==> src/core_cfg.svh <==
`ifndef CORE_CFG_SVH
`define CORE_CFG_SVH

// data path and address width.
`define XLEN 32

// first fetch address after reset.
`define RESET_PC 32'h0000_0000

// instruction memory depth, in 32-bit words.
`define IMEM_WORDS 256

// data memory size, in bytes.
`define DMEM_BYTES 1024

`endif

==> src/reg_file.sv <==
`timescale 1ns/1ps
`include "core_cfg.svh"

module reg_file (
  input  logic             clk,
  input  logic             rst,
  input  logic [4:0]       rs1,
  input  logic [4:0]       rs2,
  input  logic [4:0]       rd,
  input  logic             wen,
  input  logic [`XLEN-1:0] wdata,
  output logic [`XLEN-1:0] src1,
  output logic [`XLEN-1:0] src2
);

  logic [`XLEN-1:0] regs [32];

  always_ff @(posedge clk) begin
    if (rst) begin
      for (int i = 0; i < 32; i++) regs[i] <= '0;
    end else if (wen && rd != 5'd0) begin
      regs[rd] <= wdata;
    end
  end

  assign src1 = (rs1 == 5'd0) ? '0 : regs[rs1]; // x0 reads zero.
  assign src2 = (rs2 == 5'd0) ? '0 : regs[rs2];

endmodule

==> config.mk <==
export PLATFORM = sky130hd
export DESIGN_NAME = reg_file
export DESIGN_NICKNAME = d
export VERILOG_FILES = /design/src/reg_file.sv
export VERILOG_INCLUDE_DIRS = /design/src /design/src/src
export SDC_FILE = /design/constraint.sdc
export NUM_CORES = 2
export LEC_CHECK = 0
export ABC_AREA = 1
export BUFFER_PORTS_ARGS = -buffer_cell sky130_fd_sc_hd__clkbuf_2
export CAP_MARGIN = 20
export CORE_MARGIN = 1.5
export CORE_UTILIZATION = 45
export CTS_BUF_LIST = sky130_fd_sc_hd__clkbuf_4 sky130_fd_sc_hd__clkbuf_8
export CTS_CLUSTER_SIZE = 28
export DETAILED_ROUTE_END_ITERATION = 10
export SLEW_MARGIN = 25
export SYNTH_ARGS = -nofsm -noshare
export SYNTH_HDL_FRONTEND = slang
export SYNTH_SLANG_ARGS = --single-unit
==> constraint.sdc <==
create_clock -name clk -period 3.07 [get_ports clk]
set_clock_uncertainty 0.05 [all_clocks]
set_input_delay 0.307 -clock clk [delete_from_list [all_inputs] [get_ports clk]]
set_output_delay 0.307 -clock clk [all_outputs]
set_load 0.02 [all_outputs]
==> results.cfg <==
[clock_tree]
cts_buffers = 176
cts_sinks = 1024
cts-root-buf = clkbuf_8
htree_levels = 4
path_clk_slew_ns = 0.06
cts_buffer_depth = 3
tritoncts = yes

[pwr]
p_leak_nw = 26.7
ir_worst_vdd_mv = 0.423
p_total_mw = 34.0
powerDensity_nw_per_um2 = 532

[die]
die_w_um = 357
die_h_um = 357
initial_utilization_pct = 45.5
pin_count = 114
core_um2 = 124000
dieArea_um2 = 128000
rows = 129

[setup_path]
crit_required_ns = 2.71
crit_type = reg2out
cpPeakStageDelay_ns = 0.38
crit_fanout = 2
cp_data_arrival_time_ns = 2.67
cp-end-kind = output pin
crit_top_cell = nand2_1
path_cells = nand2_1 > nand3_1 > nand2_1 > nand2_1 > nand2_1 > nor2_2 > nor2_1 > nor2_1 > buf_4 > clkbuf_2
cp-start-kind = register
critPathSlowestCell = edfxtp_1

[detailed_routing]
met3WireLength_um = 29000
wl_per_cell_um = 24.5
drt_pre_antenna_iters = 6
wl_um = 223000
via_per_inst = 5.92
drcViolationCount = 0
routedLengthMet1_um = 84200
vias = 53742
routed.top_layer = met5
drt_iter0_drc = 8571
ant_nets = 0
wl_met2_um = 97600

[grt]
grt.total_usage_pct = 34.4
grt_pass1_wl_um = 324000
grt_start_max_net_pins = 109
grt-ovfl-total = 0
antenna_found_initial = 9
first_global_vias = 50523

[timing]
slew_headroom_pct = 43.3
final_max_slew_viol_count = 0
worstMarginPinSlew_ns = 0.844
setup_viol = 0
fin_crit_ns = 3.03
timing.fmax_ghz = 0.330
setup_total_negative_slack_ns = 0
rsz0062_at_grt = false
hold_violations = 0
period_share_pct = 98.6

[final_layout]
reg.largest.list = regs (1024)
area_growth_pct = 13.1
drive_gt1_share_pct = 10.7
register_area_um2 = 30700
multi_input_area_um2 = 22800
largest_reg_flops = 1024
filler_cell_count = 11538
num-nets-final = 7352
regMostFlops = regs

[logic_synthesis]
synth-seq-area-share_pct = 54.4
ys_warn_count = 0
syn_area_per_cell_um2 = 7.79
synthesis.area_um2 = 56500
ys_types = 19
synthCells = 7252
ys_ff_latch = 1024

[hold_path]
min-delay-path-class = in2reg

[placement]
gp_congestion = 0.941
dp_hpwl_um = 132000
port_buffers = 113

[status]
outcome = complete, no violations

[run]
cap_viol_max_count = 0
## cells in the final DEF, fill, tap and decap left out, drive strengths merged
master / n
buf: 333
inv: 164
edfxtp: 1024
o211ai: 22
nand3: 984
nor2: 1787
dlygate4sd3: 30
clkinv: 74
clkbuf: 334
clkinvlp: 5
conb: 32
o21ai: 437
nand2: 2082
bufinv: 3
a21oi: 123
nand4: 1
diode: 3
nor3: 8
## per-layer routing
| metal | GRT usage, % | vias to the layer above |
|---|---|---|
| li1 | - | 23882 |
| met1 | 45.7 | 25392 |
| met2 | 52.1 | 3734 |
| met5 | 0 | - |
| met3 | 8.06 | 722 |
| met4 | 18.2 | 12 |
## worst max-delay path, delay by kind of cell, from the launching register on
| family | cells | cell delay (ns) |
|---|---|---|
| flip-flops | 1 | 0.38 |
| buffers and inverters | 2 | 0.35 |
| AND/OR/NAND/NOR | 8 | 1.01 |
## final cells by class
cell class                      count  area share, %
Multi-Input combinational cell   5476           35.7
Clock inverter                     90          0.839
Sequential cell                  1024           48.1
Timing Repair Buffer              468           6.80
Clock buffer                      229           4.41
Antenna cell                        3         0.0117
Inverter                          156          0.974
Tap cell                         1637           3.20
## power by group
group,internal [mW],switching (mW)
Combinational,1.45,3.73
Sequential,16.2,0.397
Clock,6.28,5.98
Total,23.9,10.1
## synthesized netlist by cell type, drive strengths merged
master / number / share of area, %
o211ai: 22 / 0.29
conb: 1 / 0.0066
nand4: 1 / 0.011
nand2: 2082 / 14
nor2: 1787 / 12
a21oi: 123 / 1.1
clkinv: 3 / 0.020
nand3: 984 / 8.7
clkbuf: 299 / 2.0
buf: 328 / 2.8
inv: 153 / 1.0
edfxtp: 1024 / 54
nor3: 8 / 0.071
o21ai: 437 / 3.9
## cells by family (layout without fill, tap and decap cells)
logic type | Yosys count | in the layout | share of synthesized area (%)
AND/OR/NAND/NOR | 4862 | 4862 | 34.5
flip-flops | 1024 | 1024 | 54.4
buffers and inverters | 783 | 943 | 5.86
AO/OA/AOI/OAI | 582 | 582 | 5.25
other | 1 | 35 | 0.00663
## worst paths after layout
| path | start | end | slack, ns | cells after the start |
|---|---|---|---|---|
| worst min-delay path | rst | regs[0][28] | 0.1 | 2 |
| worst max-delay path | regs[2][8] | src1[8] | 0.04 | 10 |
## per-stage QoR
stage	worst slack (ns)	util [%]	instance area (um2)	hold WS [ns]	cells
after floorplan	0.695	-	56600	0.496	7283
after global placement	0.0732	48.5	60200	0.862	8731
after detailed placement	0.0790	48.5	60200	0.869	8731
after CTS	0.00290	51.5	63900	0.00190	9080
after global routing	0.00214	51.5	63900	0.0790	9081
final	0.0435	51.5	63900	0.0998	9083
## what timing repair did
item	in CTS	in global routing
endpoints found under the setup margin	4	19
hold endpoints to repair	920	0
resized for setup	4	23
setup buffers	0	0
hold buffers	30	0
(Power assumes the default switching activity.)
