## config.mk

```make
export PLATFORM = sky130hd
export DESIGN_NAME = alu
export DESIGN_NICKNAME = d
export VERILOG_FILES = /design/src/isa_pkg.sv /design/src/alu.sv
export VERILOG_INCLUDE_DIRS = /design/src /design/src/src
export SDC_FILE = /design/constraint.sdc
export NUM_CORES = 1
export LEC_CHECK = 0
export ABC_AREA = 1
export BUFFER_PORTS_ARGS = -buffer_cell sky130_fd_sc_hd__buf_2
export CAP_MARGIN = 20
export CORE_MARGIN = 2
export CORE_UTILIZATION = 40
export DETAILED_ROUTE_END_ITERATION = 8
export REMOVE_ABC_BUFFERS = 1
export SLEW_MARGIN = 10
export SYNTH_ARGS = -nofsm -noshare
export SYNTH_HDL_FRONTEND = slang
export SYNTH_SLANG_ARGS = --single-unit
```

## constraint.sdc

```tcl
create_clock -name vclk -period 3.4
set_clock_uncertainty 0.1 [all_clocks]
set_input_delay 0.17 -clock vclk [all_inputs]
set_output_delay 0.17 -clock vclk [all_outputs]
set_load 0.02 [all_outputs]
```

## src/core_cfg.svh

```systemverilog
`ifndef CORE_CFG_SVH
`define CORE_CFG_SVH

// data path and address width.
`define XLEN 32

// first fetch address after reset.
`define RESET_PC 32'h0000_0000

// instruction memory depth, in 32-bit words.
`define IMEM_WORDS 256

// data memory size, in bytes.
`define DMEM_BYTES 1024

`endif

```

## src/isa_pkg.sv

```systemverilog
package isa_pkg;

  typedef enum logic [6:0] {
    OP_LUI    = 7'b0110111,
    OP_AUIPC  = 7'b0010111,
    OP_JAL    = 7'b1101111,
    OP_JALR   = 7'b1100111,
    OP_BRANCH = 7'b1100011,
    OP_LOAD   = 7'b0000011,
    OP_STORE  = 7'b0100011,
    OP_IMM    = 7'b0010011,
    OP_REG    = 7'b0110011,
    OP_SYSTEM = 7'b1110011
  } opcode_e;

  // compare ops return 0 or 1 in bit 0; slt and sltu also serve blt and bltu.
  typedef enum logic [3:0] {
    ALU_ADD, ALU_SUB, ALU_SLL, ALU_SLT, ALU_SLTU, ALU_XOR, ALU_SRL, ALU_SRA,
    ALU_OR, ALU_AND, ALU_PASS_B, ALU_EQ, ALU_NE, ALU_GE, ALU_GEU
  } alu_op_e;

  typedef enum logic [1:0] {NPC_SEQ, NPC_PCREL, NPC_REG, NPC_BRANCH} npc_sel_e;

  typedef enum logic [1:0] {WB_ALU, WB_PC4, WB_PCIMM, WB_MEM} wb_sel_e;

  typedef enum logic [1:0] {MEM_B = 2'd0, MEM_H = 2'd1, MEM_W = 2'd2} mem_size_e;

  // alu funct3.
  localparam logic [2:0] F3_ADD_SUB = 3'd0;
  localparam logic [2:0] F3_SLL     = 3'd1;
  localparam logic [2:0] F3_SLT     = 3'd2;
  localparam logic [2:0] F3_SLTU    = 3'd3;
  localparam logic [2:0] F3_XOR     = 3'd4;
  localparam logic [2:0] F3_SR      = 3'd5;
  localparam logic [2:0] F3_OR      = 3'd6;
  localparam logic [2:0] F3_AND     = 3'd7;

  // branch funct3.
  localparam logic [2:0] F3_BEQ  = 3'd0;
  localparam logic [2:0] F3_BNE  = 3'd1;
  localparam logic [2:0] F3_BLT  = 3'd4;
  localparam logic [2:0] F3_BGE  = 3'd5;
  localparam logic [2:0] F3_BLTU = 3'd6;
  localparam logic [2:0] F3_BGEU = 3'd7;

  localparam logic [31:0] ENC_EBREAK = 32'h0010_0073;

endpackage

```

## src/alu.sv

```systemverilog
`timescale 1ns/1ps
`include "core_cfg.svh"

module alu import isa_pkg::*; (
  input  alu_op_e          op,
  input  logic [`XLEN-1:0] a,
  input  logic [`XLEN-1:0] b,
  output logic [`XLEN-1:0] result
);

  logic [4:0] shamt;

  assign shamt = b[4:0];

  always_comb begin
    case (op)
      ALU_ADD:    result = a + b;
      ALU_SUB:    result = a - b;
      ALU_SLL:    result = a << shamt;
      ALU_SLT:    result = {{(`XLEN-1){1'b0}}, $signed(a) < $signed(b)};
      ALU_SLTU:   result = {{(`XLEN-1){1'b0}}, a < b};
      ALU_XOR:    result = a ^ b;
      ALU_SRL:    result = a >> shamt;
      ALU_SRA:    result = $unsigned($signed(a) >>> shamt);
      ALU_OR:     result = a | b;
      ALU_AND:    result = a & b;
      ALU_PASS_B: result = b; // lui.
      ALU_EQ:     result = {{(`XLEN-1){1'b0}}, a == b};
      ALU_NE:     result = {{(`XLEN-1){1'b0}}, a != b};
      ALU_GE:     result = {{(`XLEN-1){1'b0}}, $signed(a) >= $signed(b)};
      ALU_GEU:    result = {{(`XLEN-1){1'b0}}, a >= b};
      default:    result = '0;
    endcase
  end

endmodule

```

==> impl_metrics.py <==
metrics = {
    "critical_path": {
        "cp.required_ns": 3.13,
        "crit_buf_inv": 4,
        "cp_max_fo": 33,
        "cp.arrival_ns": 2.76,
        "end_kind": "primary output",
        "criticalPathCategory": "input pin to primary output",
        "cpMostUsedCell": "nand2_1",
        "cpMaxStageDelayCell": "o21ai_0",
        "cp_cell_sequence": "buf_2 > buf_4 > ha_1 > fa_1 > nand2_1 > nand2_1 > nand4_1 > nand2_1 > inv_1 > o21bai_1 > nor2_1 > o21ai_0 > nor2_1 > nand2_1 > buf_2",
        "cp_top_family": "compound AO/OA/AOI/OAI gates",
        "path_depth": 15,
        "startpoint": "b[0]",
        "critPathMaxStageDelay_ns": 0.44,
        "cp-start-kind": "input pin",
    },
    "sta": {
        "hold_viol_final": 0,
        "whs_ns": 0.801,
        "rsz0062_at_grt": "false",
        "slew_violations": 0,
        "period_share_pct": 89.1,
        "relSlewSlack_pct": 43.1,
        "tightest_slew_ns": 0.854,
        "setup-violations-final": 0,
        "fin_setup_tns_ns": 0,
        "fmax_ghz": 0.330,
        "period_needed_ns": 3.03,
    },
    "floorplan": {
        "die_w_um": 161,
        "rows": 57,
        "pin_count": 100,
        "die_h_um": 161,
        "core-area_mm2": 0.0242,
        "dieArea_mm2": 0.0259,
        "initial_utilization_pct": 40.6,
    },
    "layout": {
        "fillers": 2900,
        "syn_to_final_growth_pct": 7.55,
        "final_cell_area_mm2": 0.0106,
        "drive_gt1_share_pct": 8.53,
        "nets": 2214,
        "final_cells": 2365,
        "regArea_um2": 0,
        "design.seq.count": 0,
        "clkbuf_count": 0,
    },
    "yosys": {
        "yosysMostFrequentCell": "nand2_1",
        "ys_types": 44,
        "synth_seq_area_share_pct": 0,
        "avgSynthCellArea_um2": 4.93,
        "synth_top_area_share_pct": 23.9,
        "synth_area_leaders": "nand2_1, nand3_1, ha_1",
        "synthTopCellsByCount": "nand2_1, nand3_1, inv_1, nor2_1, o21ai_0",
        "synthesis.area_mm2": 0.00985,
        "yosys.area.top_type": "nand2_1",
        "synth_warnings": 0,
        "synthCells": 1997,
    },
    "grt": {
        "grt_pass1_wl_mm": 77.1,
        "grtUsageMet2_pct": 61.0,
        "track_usage_pct": 38.8,
        "grt_util_met3_pct": 5.60,
        "overflow": 0,
        "grtUsageMet1_pct": 53.5,
        "grt_max_degree": 78,
        "grt_pass1_vias": 12800,
        "top_usage_layer": "met2",
        "antenna_found_initial": 1,
    },
    "worst_hold_path": {
        "hold_depth": 6,
        "hp-class": "input pin to primary output",
        "holdCritStartpoint": "op[3]",
    },
    "power": {
        "switchingPower_mw": 1.28,
        "combPwrFrac_pct": 100.0,
        "power_per_cell_area_mw_per_mm2": 169,
        "clkPwrFrac_pct": 0,
        "power.share.switching_pct": 71.9,
        "leakage_nw": 5.60,
        "p_int_mw": 0.501,
        "power_frac_seq_pct": 0,
        "peakVddDrop_mv": 0.0823,
    },
    "route": {
        "drt-total-wl_mm": 52.5,
        "firstDrtPassIters": 8,
        "viasPerCell": 6.07,
        "post_drt_wl_per_cell_um": 22.2,
        "detail_route.iter0.violations": 1859,
        "drtAntennaViolNets": 0,
        "drcViolationCount": 0,
        "vias": 14300,
    },
    "placed_design": {
        "place_congestion": 1.02,
        "dp_cells": 2364,
        "port_buffers": 100,
        "postPlaceCellArea_mm2": 0.0106,
        "post-dp-hpwl_mm": 42.7,
    },
    "status": {
        "status": "complete, no violations",
    },
    "cts": {
        "cts_resized": 0,
        "hold_buffers": 0,
        "post_cts_buffers": 0,
    },
    "run": {
        "max_cap_viol_count": 0,
    },
}
==> area by class of cell <==
type	instances	area, um2	area share (%)
repair buffers	135	801	7.56
multi-input cells	1687	8560	80.8
well taps	324	405	3.83
diodes	1	2.50	0.0236
inverters	218	821	7.75
==> path summary, 6_finish.rpt <==
kind                endpoint  slack, ns
hold / removal     result[0]       0.80
setup / recovery  result[10]       0.37
==> per-layer routing <==
layer | up-vias | wire, um
met2 | 930 | 22300
li1 | 6683 | -
met3 | 128 | 5790
met1 | 6606 | 21800
met5 | - | 0
met4 | 0 | 2490
==> power groups by stage <==
stage | Sequential [mW] | Clock, mW | Combinational (mW)
3_5_place_dp | 0 | 0 | 1.71
5_1_grt | 0 | 0 | 1.92
3_3_place_gp | 0 | 0 | 1.71
2_1_floorplan | 0 | 0 | 1.06
6_report | 0 | 0.0000000598 | 1.79
4_1_cts | 0 | 0 | 1.72
==> placed cells by master, fill, tap and decap left out, types with 10 or more instances in the layout <==
cell type  count
nor2_1       201
nand2_1      628
o21a_1        19
nor3_1        40
o21bai_1      14
inv_2         13
buf_2        100
buf_4         32
o21ai_0      109
nand3_1      334
inv_1        203
ha_1         102
o211ai_1      19
a21oi_1       98
o21ai_1       10
nand4_1       20
o22ai_1       19
==> worst min-delay path: cells and delay by family <==
family	cells	cell delay [ns]
AND/OR/NAND/NOR	4	0.27
buffers and inverters	2	0.29
==> kinds of logic (layout without fill, tap and decap cells) <==
group,Yosys count,in the layout,share of synthesized area [%]
simple gates,1259,1259,54.3
fa+ha+maj,104,104,13.4
other cells,0,1,0
compound gates,319,319,18.8
mux,3,3,0.305
xor+xnor,2,2,0.178
buf+inv,310,353,13.1
==> metrics by stage <==
stage                     utilization [%]  worst slack [ns]  total power, mW
after floorplan                         -            0.0135             1.06
after global placement               43.7             0.523             1.71
after detailed placement             43.7             0.531             1.71
after CTS                            43.7             0.525             1.72
after global routing                 43.7             0.206             1.92
final                                43.7             0.372             1.79
Power figures use the tool's default switching activity.
