$ cat config.mk
export PLATFORM = sky130hd
export DESIGN_NAME = decode_unit
export DESIGN_NICKNAME = d
export VERILOG_FILES = /design/src/isa_pkg.sv /design/src/core_pkg.sv /design/src/decode_unit.sv
export VERILOG_INCLUDE_DIRS = /design/src /design/src/src
export SDC_FILE = /design/constraint.sdc
export NUM_CORES = 1
export LEC_CHECK = 0
export BUFFER_PORTS_ARGS = -buffer_cell sky130_fd_sc_hd__buf_2
export CAP_MARGIN = 0
export CORE_MARGIN = 2
export CORE_UTILIZATION = 41
export DETAILED_ROUTE_END_ITERATION = 7
export PLACE_DENSITY = 0.95
export SETUP_SLACK_MARGIN = 0.15
export SLEW_MARGIN = 20
export SYNTH_ARGS = -nofsm -noshare
export SYNTH_HDL_FRONTEND = slang
export SYNTH_SLANG_ARGS = --single-unit
export TNS_END_PERCENT = 50
$ cat constraint.sdc
create_clock -name vclk -period 2.8
set_clock_uncertainty 0.2 [all_clocks]
set_input_delay 0.14 -clock vclk [all_inputs]
set_output_delay 0.14 -clock vclk [all_outputs]
set_load 0.02 [all_outputs]
$ cat src/core_cfg.svh
`ifndef CORE_CFG_SVH
`define CORE_CFG_SVH

// data path and address width.
`define XLEN 32

// first fetch address after reset.
`define RESET_PC 32'h0000_0000

// instruction memory depth, in 32-bit words.
`define IMEM_WORDS 256

// data memory size, in bytes.
`define DMEM_BYTES 1024

`endif

$ cat src/isa_pkg.sv
package isa_pkg;

  typedef enum logic [6:0] {
    OP_LUI    = 7'b0110111,
    OP_AUIPC  = 7'b0010111,
    OP_JAL    = 7'b1101111,
    OP_JALR   = 7'b1100111,
    OP_BRANCH = 7'b1100011,
    OP_LOAD   = 7'b0000011,
    OP_STORE  = 7'b0100011,
    OP_IMM    = 7'b0010011,
    OP_REG    = 7'b0110011,
    OP_SYSTEM = 7'b1110011
  } opcode_e;

  // compare ops return 0 or 1 in bit 0; slt and sltu also serve blt and bltu.
  typedef enum logic [3:0] {
    ALU_ADD, ALU_SUB, ALU_SLL, ALU_SLT, ALU_SLTU, ALU_XOR, ALU_SRL, ALU_SRA,
    ALU_OR, ALU_AND, ALU_PASS_B, ALU_EQ, ALU_NE, ALU_GE, ALU_GEU
  } alu_op_e;

  typedef enum logic [1:0] {NPC_SEQ, NPC_PCREL, NPC_REG, NPC_BRANCH} npc_sel_e;

  typedef enum logic [1:0] {WB_ALU, WB_PC4, WB_PCIMM, WB_MEM} wb_sel_e;

  typedef enum logic [1:0] {MEM_B = 2'd0, MEM_H = 2'd1, MEM_W = 2'd2} mem_size_e;

  // alu funct3.
  localparam logic [2:0] F3_ADD_SUB = 3'd0;
  localparam logic [2:0] F3_SLL     = 3'd1;
  localparam logic [2:0] F3_SLT     = 3'd2;
  localparam logic [2:0] F3_SLTU    = 3'd3;
  localparam logic [2:0] F3_XOR     = 3'd4;
  localparam logic [2:0] F3_SR      = 3'd5;
  localparam logic [2:0] F3_OR      = 3'd6;
  localparam logic [2:0] F3_AND     = 3'd7;

  // branch funct3.
  localparam logic [2:0] F3_BEQ  = 3'd0;
  localparam logic [2:0] F3_BNE  = 3'd1;
  localparam logic [2:0] F3_BLT  = 3'd4;
  localparam logic [2:0] F3_BGE  = 3'd5;
  localparam logic [2:0] F3_BLTU = 3'd6;
  localparam logic [2:0] F3_BGEU = 3'd7;

  localparam logic [31:0] ENC_EBREAK = 32'h0010_0073;

endpackage

$ cat src/core_pkg.sv
`include "core_cfg.svh"

package core_pkg;
  import isa_pkg::*;

  typedef struct packed {
    logic [4:0]       rs1;
    logic [4:0]       rs2;
    logic [4:0]       rd;
    logic [`XLEN-1:0] imm;
    logic             b_is_imm;
    logic             a_is_pc;
    alu_op_e          alu_op;
    npc_sel_e         npc_sel;
    wb_sel_e          wb_sel;
    logic             reg_wen;
    logic             mem_ren;
    logic             mem_wen;
    mem_size_e        mem_size;
    logic             mem_sext;
    logic             halt;
  } ctrl_t;

  typedef struct packed {
    logic                           en;
    logic [$clog2(`IMEM_WORDS)-1:0] addr; // word address.
    logic [31:0]                    data;
  } imem_load_t;

  typedef struct packed {
    logic             valid;
    logic [`XLEN-1:0] pc;
    logic [31:0]      inst;
    logic [4:0]       rd;
    logic             reg_wen;
    logic [`XLEN-1:0] wdata;
  } retire_t;

endpackage

$ cat src/decode_unit.sv
`timescale 1ns/1ps
`include "core_cfg.svh"

module decode_unit import isa_pkg::*, core_pkg::*; (
  input  logic [31:0] inst,
  output ctrl_t       ctrl
);

  opcode_e          opcode;
  logic [2:0]       funct3;
  logic [`XLEN-1:0] imm_i;
  logic [`XLEN-1:0] imm_s;
  logic [`XLEN-1:0] imm_b;
  logic [`XLEN-1:0] imm_u;
  logic [`XLEN-1:0] imm_j;

  assign opcode = opcode_e'(inst[6:0]);
  assign funct3 = inst[14:12];

  assign imm_i = {{(`XLEN-12){inst[31]}}, inst[31:20]};
  assign imm_s = {{(`XLEN-12){inst[31]}}, inst[31:25], inst[11:7]};
  assign imm_b = {{(`XLEN-13){inst[31]}}, inst[31], inst[7], inst[30:25], inst[11:8], 1'b0};
  assign imm_u = {inst[31:12], 12'b0};
  assign imm_j = {{(`XLEN-21){inst[31]}}, inst[31], inst[19:12], inst[20], inst[30:21], 1'b0};

  function automatic alu_op_e arith_op(input logic [2:0] f3, input logic alt);
    case (f3)
      F3_ADD_SUB: return alt ? ALU_SUB : ALU_ADD;
      F3_SLL:     return ALU_SLL;
      F3_SLT:     return ALU_SLT;
      F3_SLTU:    return ALU_SLTU;
      F3_XOR:     return ALU_XOR;
      F3_SR:      return alt ? ALU_SRA : ALU_SRL;
      F3_OR:      return ALU_OR;
      default:    return ALU_AND;
    endcase
  endfunction

  always_comb begin
    ctrl.rs1      = inst[19:15];
    ctrl.rs2      = inst[24:20];
    ctrl.rd       = inst[11:7];
    ctrl.imm      = imm_i;
    ctrl.b_is_imm = 1'b0;
    ctrl.a_is_pc  = 1'b0;
    ctrl.alu_op   = ALU_ADD;
    ctrl.npc_sel  = NPC_SEQ;
    ctrl.wb_sel   = WB_ALU;
    ctrl.reg_wen  = 1'b0;
    ctrl.mem_ren  = 1'b0;
    ctrl.mem_wen  = 1'b0;
    ctrl.mem_size = mem_size_e'(funct3[1:0]); // b, h, w match funct3 low bits.
    ctrl.mem_sext = ~funct3[2];
    ctrl.halt     = 1'b0;

    case (opcode)
      OP_LUI: begin
        ctrl.imm      = imm_u;
        ctrl.b_is_imm = 1'b1;
        ctrl.alu_op   = ALU_PASS_B;
        ctrl.reg_wen  = 1'b1;
      end
      OP_AUIPC: begin
        ctrl.imm      = imm_u;
        ctrl.a_is_pc  = 1'b1;
        ctrl.b_is_imm = 1'b1;
        ctrl.reg_wen  = 1'b1;
      end
      OP_JAL: begin
        ctrl.imm     = imm_j;
        ctrl.npc_sel = NPC_PCREL;
        ctrl.wb_sel  = WB_PC4;
        ctrl.reg_wen = 1'b1;
      end
      OP_JALR: begin
        ctrl.b_is_imm = 1'b1;
        if (funct3 == 3'd0) begin
          ctrl.npc_sel = NPC_REG;
          ctrl.wb_sel  = WB_PC4;
          ctrl.reg_wen = 1'b1;
        end
      end
      OP_BRANCH: begin
        ctrl.imm     = imm_b;
        ctrl.npc_sel = NPC_BRANCH;
        case (funct3)
          F3_BEQ:  ctrl.alu_op = ALU_EQ;
          F3_BNE:  ctrl.alu_op = ALU_NE;
          F3_BLT:  ctrl.alu_op = ALU_SLT;
          F3_BGE:  ctrl.alu_op = ALU_GE;
          F3_BLTU: ctrl.alu_op = ALU_SLTU;
          F3_BGEU: ctrl.alu_op = ALU_GEU;
          default: ctrl.npc_sel = NPC_SEQ; // reserved funct3 falls through as a no-op.
        endcase
      end
      OP_LOAD: begin
        ctrl.b_is_imm = 1'b1;
        ctrl.wb_sel   = WB_MEM;
        if (funct3[1:0] != 2'd3 && funct3 != 3'd6) begin
          ctrl.mem_ren = 1'b1;
          ctrl.reg_wen = 1'b1;
        end
      end
      OP_STORE: begin
        ctrl.imm      = imm_s;
        ctrl.b_is_imm = 1'b1;
        ctrl.mem_wen  = !funct3[2] && funct3[1:0] != 2'd3;
      end
      OP_IMM: begin
        ctrl.b_is_imm = 1'b1;
        ctrl.alu_op   = arith_op(funct3, inst[30] && funct3 == F3_SR);
        ctrl.reg_wen  = 1'b1;
      end
      OP_REG: begin
        ctrl.alu_op  = arith_op(funct3, inst[30]);
        ctrl.reg_wen = 1'b1;
      end
      OP_SYSTEM: ctrl.halt = (inst == ENC_EBREAK);
      default: ;
    endcase
  end

endmodule

==> run metrics, run 1 <==
Multi-input gate area=754 um2; Clk pwr share=0; initial antenna violation count=0; growth of design area from synthesis to finish=35.9%; post-route cell area=1290 um2; RSZ-0062 raised after global routing=no; Mapped Nets=about 180; crit path launch=inst[2]; Final HPWL DP=2.63 mm; Final Hold Violating Endpoints=0; vias in the first global route=986; Placed Area=1290 um2; Syn. warnings=0; I/O Pins=96; Syn Inst Count=143; share of the yosys chip area belonging to registers=0; Sw Pwr=0.134 mW; critical path arrival=approximately 1.9 ns; fillers=roughly 220; Yosys top cell area share=0.158; Mean Syn Cell Area=6.63 um2; sequential fraction of design power=0; layout cells sized above 1=0.495; core box area=2190 um2; Req. time, crit path=around 2.5 ns; most numerous cell in the Yosys netlist=a21o_1; Post-CTS Setup Bufs=0; main area contributors after synthesis=a21o_1 16%, buf_4 15%, nor2b_1 5.3%, a22o_1 4.6%, nor2_1 4.0%; outcome=completed; starting density of the core=0.433; total gr overflow=0; Die Width=52.1 um; critical path startpoint category=primary input; Peak Freq=450 MHz; Post-route DRC=0; power per cell area=164 nW/um2; Worst Hold Launch=inst[18]; crit path time final=about 2.2 ns; ANT cells=0; total power=0.211 mW; antenna viol nets, final=0; post-DR vias/cell=5.38; post-synth top area cell=a21o_1; Comb pwr share=1.000; sw frac=0.635; Final nets=about 250; post-synthesis cell area=948 um2; Hold Path Class=primary input to output pin; first-pass GRT wire length=about 4.6 mm; maximum number of pins on one net before global-route repair=21; Rel. slew slack=0.542; FP Rows=17; Synth top cells by count=20 x a21o_1, 19 x buf_4, 10 x nor2_1; storage element area=0 um2; Total GRT Usage=0.214; Internal=0.0771 mW; max_cap viols=0; vias=1291; Synth cell types=45; worst slew pin tran=0.686 ns; Hold WS=0.329 ns; Max rail drop VDD=around 0.11 mV; final wirelength=3.20 mm; Avg WL per Cell=13.3 um; setup TNS=0 ns; GP Congestion=0.845; Final Setup Violations=0; DRT iter0 DRCs=30; critical path type=primary input to output pin; Max FO, Critical Path=11; Total Die Area=2710 um2; PortBufs=96; part of the cycle the worst path needs=0.794; Setup crit end kind=output pin; clock buffers=0; chip height=52.1 um; Leakage=0.785 nW; post-cts gate resize count=0; seq_cells=0; hold-fix buffers at CTS=0; TritonRoute pass-1 iters=4; Slew Viols, Final=0
==> worst max-delay path: stages <==
cell and delay (ns):
buf_2 0.15, nand4bb_1 0.45, or3b_2 0.60, nor4_1 0.31
buf_2 0.22
==> kinds of logic (layout without fill, tap and decap cells) <==
group	count (synthesis)	in the layout	synth area share
AOI/OAI and AO/OA	49	49	0.371
xor gates and xnor gates	1	1	0.00924
buffers and inverters	31	100	0.204
and+or+nand+nor	62	62	0.416
==> per-layer routing <==
metal,wire (um),up-vias,share of wire,track usage
li1,-,652,-,-
met1,1370,574,0.43,0.299
met2,1580,65,0.49,0.384
met3,255,0,0.080,0.00862
met4,0,0,0,0
met5,0,-,0,0
==> cells in the final DEF, fill, tap and decap left out, types with 2 or more instances in the layout <==
cell type | synthesis | routed
a21boi_0 | 2 | 2
a21o_1 | 20 | 20
a21oi_1 | 5 | 5
a22o_1 | 5 | 5
a22oi_1 | 2 | 2
a31oi_1 | 2 | 2
and3_1 | 3 | 3
buf_2 | 5 | 96
inv_1 | 2 | 2
nand2_1 | 8 | 8
nand2b_1 | 2 | 2
nand3b_1 | 2 | 2
nand4_1 | 2 | 2
nor2_1 | 10 | 10
nor2b_1 | 8 | 8
nor3_1 | 7 | 7
nor4_1 | 6 | 6
o21ai_0 | 4 | 4
==> final timing paths <==
path,end,slack [ns],cells after the start
max,ctrl[0],0.58,5
min,ctrl[62],0.33,2
==> power groups by stage <==
stage | combinational, mW | sequential [mW] | clock [mW]
6_report | 0.211 | 0 | 0
5_1_grt | 0.227 | 0 | 0
3_3_place_gp | 0.208 | 0 | 0
3_5_place_dp | 0.211 | 0 | 0
4_1_cts | 0.212 | 0 | 0
2_1_floorplan | 0.145 | 0 | 0
==> area by class of cell <==
type / instances / area share
inverters: 3 / 0.00874
multi-input cells: 112 / 0.585
repair buffers: 97 / 0.379
well taps: 28 / 0.0272
==> per-stage QoR <==
stage	setup WS [ns]	instances	util
3_3_place_gp	0.736	240	0.588
6_report	0.578	240	0.588
2_1_floorplan	0.644	143	-
5_1_grt	0.460	240	0.588
3_5_place_dp	0.616	240	0.588
4_1_cts	0.605	240	0.588
No activity file was read; power rests on OpenSTA's default activity.
==> run 2: changes to the inputs <==
--- a/config.mk
+++ b/config.mk
@@ -9,9 +9,9 @@
 export BUFFER_PORTS_ARGS = -buffer_cell sky130_fd_sc_hd__buf_2
 export CAP_MARGIN = 0
 export CORE_MARGIN = 2
-export CORE_UTILIZATION = 41
+export CORE_UTILIZATION = 38
 export DETAILED_ROUTE_END_ITERATION = 7
-export PLACE_DENSITY = 0.95
+export PLACE_DENSITY = 0.91
 export SETUP_SLACK_MARGIN = 0.15
 export SLEW_MARGIN = 20
 export SYNTH_ARGS = -nofsm -noshare
==> constraint.sdc (replaced) <==
create_clock -name vclk -period 2.1
set_clock_uncertainty 0.2 [all_clocks]
set_input_delay 0.105 -clock vclk [all_inputs]
set_output_delay 0.105 -clock vclk [all_outputs]
set_load 0.02 [all_outputs]
==> run 2 against run 1 <==
Against the previous run:
- sequential share of layout area stayed put
- global-route usage fell by 1.3 points
- non-clock buffer count up 2
- wire length grew 2.9%
- highest routed layer unchanged
- utilization shrank 4.3 points
==> run metrics, run 2 (synthesis gave the netlist of run 1 again) <==
outcome=completed; Buffers & Inverters on Critical Path=2 (unchanged); crit path launch=inst[6]; Max rail drop VDD=0.157 mV (+46%); initial antenna violation count=0 (unchanged); Sw Pwr=0.180 mW (+35%); power per cell area=216 nW/um2 (+32%); sw frac=0.634 (about the same); setup TNS=0 ns (unchanged); Max FO, Critical Path=10 (-1); Hold Path End=ctrl[61]; Slew Viols, Final=0 (unchanged); hold path cells=2 (unchanged); ANT cells=0 (unchanged); Final Hold Violating Endpoints=0 (unchanged); Total Die Area=2910 um2 (+7.3%); RSZ-0062 raised after global routing=no; Peak Freq=554 MHz; worst slew pin tran=0.573 ns (-0.113 ns); Comb pwr share=1.000 (about the same); vias=1348 (+4.4%); worst path cell trace=buf_2 > nand2b_4 > nor3_4 > or2_1 > a21o_1 > buf_2; GP Congestion=0.924 (+9.3%); critical path startpoint category=primary input; storage element area=0 um2 (unchanged); PortBufs=96 (unchanged); hold-fix buffers at CTS=0 (unchanged); Worst Hold Launch=inst[17]; critical path type=primary input to output pin; antenna viol nets, final=0 (unchanged); most common cell after layout, fill and taps aside=buf_2; crit path time final=1.81 ns; Final nets=248 (+0.81%); Final Setup Violations=0 (unchanged); FP Rows=18 (+1); Internal=0.104 mW (+35%); clock buffers=0 (unchanged); chip height=54.0 um (+3.6%); core box area=2410 um2 (+10%); Avg WL per Cell=13.5 um (+1.2%); TritonRoute pass-1 iters=4 (unchanged); first-pass GRT wire length=4.62 mm (+0.92%); part of the cycle the worst path needs=0.860; Final HPWL DP=2.71 mm (+3.1%); post-DR vias/cell=5.52 (+2.7%); total gr overflow=0 (unchanged); total power=0.284 mW (+35%); Die Width=54.0 um (+3.6%); Post-route DRC=0 (unchanged); Hold Path Class=primary input to output pin; Req. time, crit path=1.79 ns (-0.67 ns); sequential fraction of design power=0 (unchanged); Cell Count, Final, Fillers Out=244 (+1.7%); Rel. slew slack=0.616 (+0.0744); placed cells=244 (+1.7%); post-cts gate resize count=0 (unchanged); Total GRT Usage=0.201 (-0.0133); seq_cells=0 (unchanged); Leakage=0.796 nW (+1.4%); most frequent cells in the layout=96 x buf_2, 20 x a21o_1, 10 x nor2_1; slowest stage cell, crit path=or2_1; maximum number of pins on one net before global-route repair=19 (-9.5%); setup slack at placement=0.285 ns (-0.331 ns); vias in the first global route=1036 (+5.1%); setup ws final=0.294 ns (-0.284 ns); critical path arrival=1.50 ns (-0.38 ns); growth of design area from synthesis to finish=38.7%; Clk pwr share=0 (unchanged); DRT iter0 DRCs=38 (+27%); max_cap viols=0 (unchanged); layout cells sized above 1=0.509 (+0.0141); Setup crit end kind=output pin; most frequent CP cell=buf_2; starting density of the core=0.394 (-0.0393); Post-CTS Setup Bufs=0 (unchanged); I/O Pins=96 (unchanged); max incr delay on CP=0.37 ns (-0.23 ns); Top Family by Delay on Critical Path=simple AND/OR/NAND/NOR gates; final wirelength=3.29 mm (+2.9%)
==> run 2: stage by stage <==
| stage | utilization | hold slack, ns | cell area, um2 |
|---|---|---|---|
| after floorplan | - | 0.0696 | 955 |
| after global placement | 0.545 | 0.258 | 1310 |
| after detailed placement | 0.545 | 0.264 | 1310 |
| after CTS | 0.545 | 0.266 | 1310 |
| after global routing | 0.546 | 0.280 | 1320 |
| final | 0.546 | 0.266 | 1320 |
==> run 2: worst max-delay path by stage <==
stage | end | slack, ns | depth (start not counted)
global route | ctrl[33] | 0.20 | 6
CTS | ctrl[38] | 0.28 | 6
detailed placement | ctrl[38] | 0.28 | 6
finish | ctrl[35] | 0.29 | 6
global placement | ctrl[20] | 0.34 | 7
floorplan | ctrl[0] | 0.26 | 6
==> run 2: metal layers <==
| metal | part of all wire | vias to the layer above | track usage | wire [um] |
|---|---|---|---|---|
| li1 | - | 656 | - | - |
| met2 | 0.49 | 76 | 0.362 | 1620 |
| met1 | 0.42 | 616 | 0.278 | 1390 |
| met5 | 0 | - | 0 | 0 |
| met3 | 0.087 | 0 | 0.00556 | 287 |
| met4 | 0 | 0 | 0.00427 | 0 |
==> run 2: power groups by stage <==
stage / clock [mW] / sequential [mW] / combinational, mW
2_1_floorplan: 0 / 0 / 0.194
3_3_place_gp: 0 / 0 / 0.281
3_5_place_dp: 0 / 0 / 0.284
4_1_cts: 0 / 0 / 0.285
5_1_grt: 0 / 0 / 0.305
6_report: 0 / 0 / 0.284
==> run 2: final cells by class <==
type	count	area (um2)
fill	245	1090
timing repair buffer	99	503
multi-input combinational	112	763
inverter	3	11.3
tap	30	37.5
==> run 3: changes to the inputs <==
--- a/config.mk
+++ b/config.mk
@@ -8,7 +8,6 @@
 export LEC_CHECK = 0
 export BUFFER_PORTS_ARGS = -buffer_cell sky130_fd_sc_hd__buf_2
 export CAP_MARGIN = 0
-export CORE_MARGIN = 2
 export CORE_UTILIZATION = 38
 export DETAILED_ROUTE_END_ITERATION = 7
 export PLACE_DENSITY = 0.91
==> run 3 against run 2 <==
Against the previous run:
- flip-flop and latch count stayed put
- sequential share of layout area stayed put
- worst hold slack worse by 0.0065 ns
- global-route usage is 1.5 points higher
- highest routed layer unchanged
==> run metrics, run 3 (synthesis gave the netlist of run 1 again) <==
Comb pwr share=1.000 (about the same); fillers=240 (-2.0%); growth of design area from synthesis to finish=38.9%; Post-CTS Setup Bufs=0 (unchanged); Peak Freq=556 MHz (+0.39%); Max rail drop VDD=0.147 mV (-6.2%); Max FO, Critical Path=11 (+1); storage element area=0 um2 (unchanged); vias=1322 (-1.9%); initial antenna violation count=0 (unchanged); DRT iter0 DRCs=35 (-7.9%); first-pass GRT wire length=4.64 mm (+0.28%); PortBufs=96 (unchanged); ANT cells=0 (unchanged); most frequent cells in the layout=96 x buf_2, 20 x a21o_1, 10 x nor2_1; Avg WL per Cell=13.2 um (-2.5%); clock buffers=0 (unchanged); core box area=2280 um2 (-5.6%); starting density of the core=0.417 (+0.0232); critical path type=primary input to output pin; I/O Pins=96 (unchanged); Internal=0.105 mW (+1.1%); crit path time final=1.80 ns (-0.00694 ns); Rel. slew slack=0.529 (-0.0876); final design utilization=0.579 (+0.0332); setup TNS=0 ns (unchanged); Slew Viols, Final=0 (unchanged); RSZ-0062 raised after global routing=no; TritonRoute pass-1 iters=4 (unchanged); Final Hold Violating Endpoints=0 (unchanged); final wirelength=3.20 mm (-2.9%); total gr overflow=0 (unchanged); hold-fix buffers at CTS=0 (unchanged); Hold Path Class=primary input to output pin; maximum number of pins on one net before global-route repair=19 (unchanged); sw frac=0.631 (-0.00385); Setup crit end kind=output pin; part of the cycle the worst path needs=0.857 (-0.00331); critical path arrival=1.49 ns (about the same); Req. time, crit path=1.79 ns (about the same); Total Die Area=2700 um2 (-7.3%); most frequent CP cell=buf_2; chip height=52.0 um (-3.7%); Final nets=249 (+0.40%); max_cap viols=0 (unchanged); Leakage=0.800 nW (+0.46%); Final Setup Violations=0 (unchanged); GP Congestion=0.947 (+2.5%); Sw Pwr=0.179 mW (-0.55%); post-cts gate resize count=0 (unchanged); Clk pwr share=0 (unchanged); critical path startpoint category=primary input; Die Width=52.0 um (-3.7%); post-DR vias/cell=5.44 (-1.5%); vias in the first global route=1055 (+1.8%); outcome=completed; worst slew pin tran=0.706 ns (+0.132 ns); sequential fraction of design power=0 (unchanged); power per cell area=216 nW/um2 (-0.13%); Post-route DRC=0 (unchanged); seq_cells=0 (unchanged); Final HPWL DP=2.62 mm (-3.4%); layout cells sized above 1=0.507 (-0.00237); most common cell after layout, fill and taps aside=buf_2; antenna viol nets, final=0 (unchanged); max incr delay on CP=0.57 ns (+0.20 ns); Total GRT Usage=0.216 (+0.0147); worst path cell trace=buf_2 > nand2b_4 > nor3_4 > nor2b_1 > a21o_1 > buf_2; FP Rows=17 (-1); slowest stage cell, crit path=nor2b_1
[run 3: cell types whose count changed in the layout (fill, tap and decap cells not counted)]
cell,previous run,this run
buf_4,3,4
nor2b_2,1,0
nor2b_1,7,8
[run 3: layer usage]
layer	up-vias	global-route usage	wire (um)
met5	-	0	0
met4	0	0.00901	0
met3	0	0.00877	231
met2	64	0.378	1560
met1	601	0.302	1400
li1	657	-	-
[run 3: final timing paths]
path	slack, ns	startpoint	cells after the start	endpoint
max	0.30	inst[6]	6	ctrl[46]
min	0.26	inst[18]	2	ctrl[62]
[run 3: area by class of cell]
type / count / area [um2] / share of cell area
timing repair buffer: 100 / 510 / 0.387
tap: 28 / 35.0 / 0.0266
multi-input combinational: 112 / 761 / 0.577
inverter: 3 / 11.3 / 0.00855
[run 3: critical path, delay by kind of cell]
family | cells | cell delay (ns)
AO/OA/AOI/OAI | 1 | 0.15
buffers and inverters | 2 | 0.37
AND/OR/NAND/NOR | 3 | 0.87
[run 3: power groups by stage]
stage | sequential [mW] | clock (mW) | combinational [mW]
2_1_floorplan | 0 | 0 | 0.194
5_1_grt | 0 | 0 | 0.304
6_report | 0 | 0 | 0.284
3_3_place_gp | 0 | 0 | 0.282
4_1_cts | 0 | 0 | 0.285
3_5_place_dp | 0 | 0 | 0.284
[run 3: stage by stage]
step           power, mW  setup WS (ns)  hold slack (ns)  std cells  cell area, um2
2_1_floorplan      0.194          0.264           0.0696        143             955
5_1_grt            0.304          0.154            0.269        243            1320
6_report           0.284          0.301            0.260        243            1320
3_5_place_dp       0.284          0.314            0.260        243            1320
3_3_place_gp       0.282          0.329            0.261        243            1320
4_1_cts            0.285          0.315            0.261        243            1320
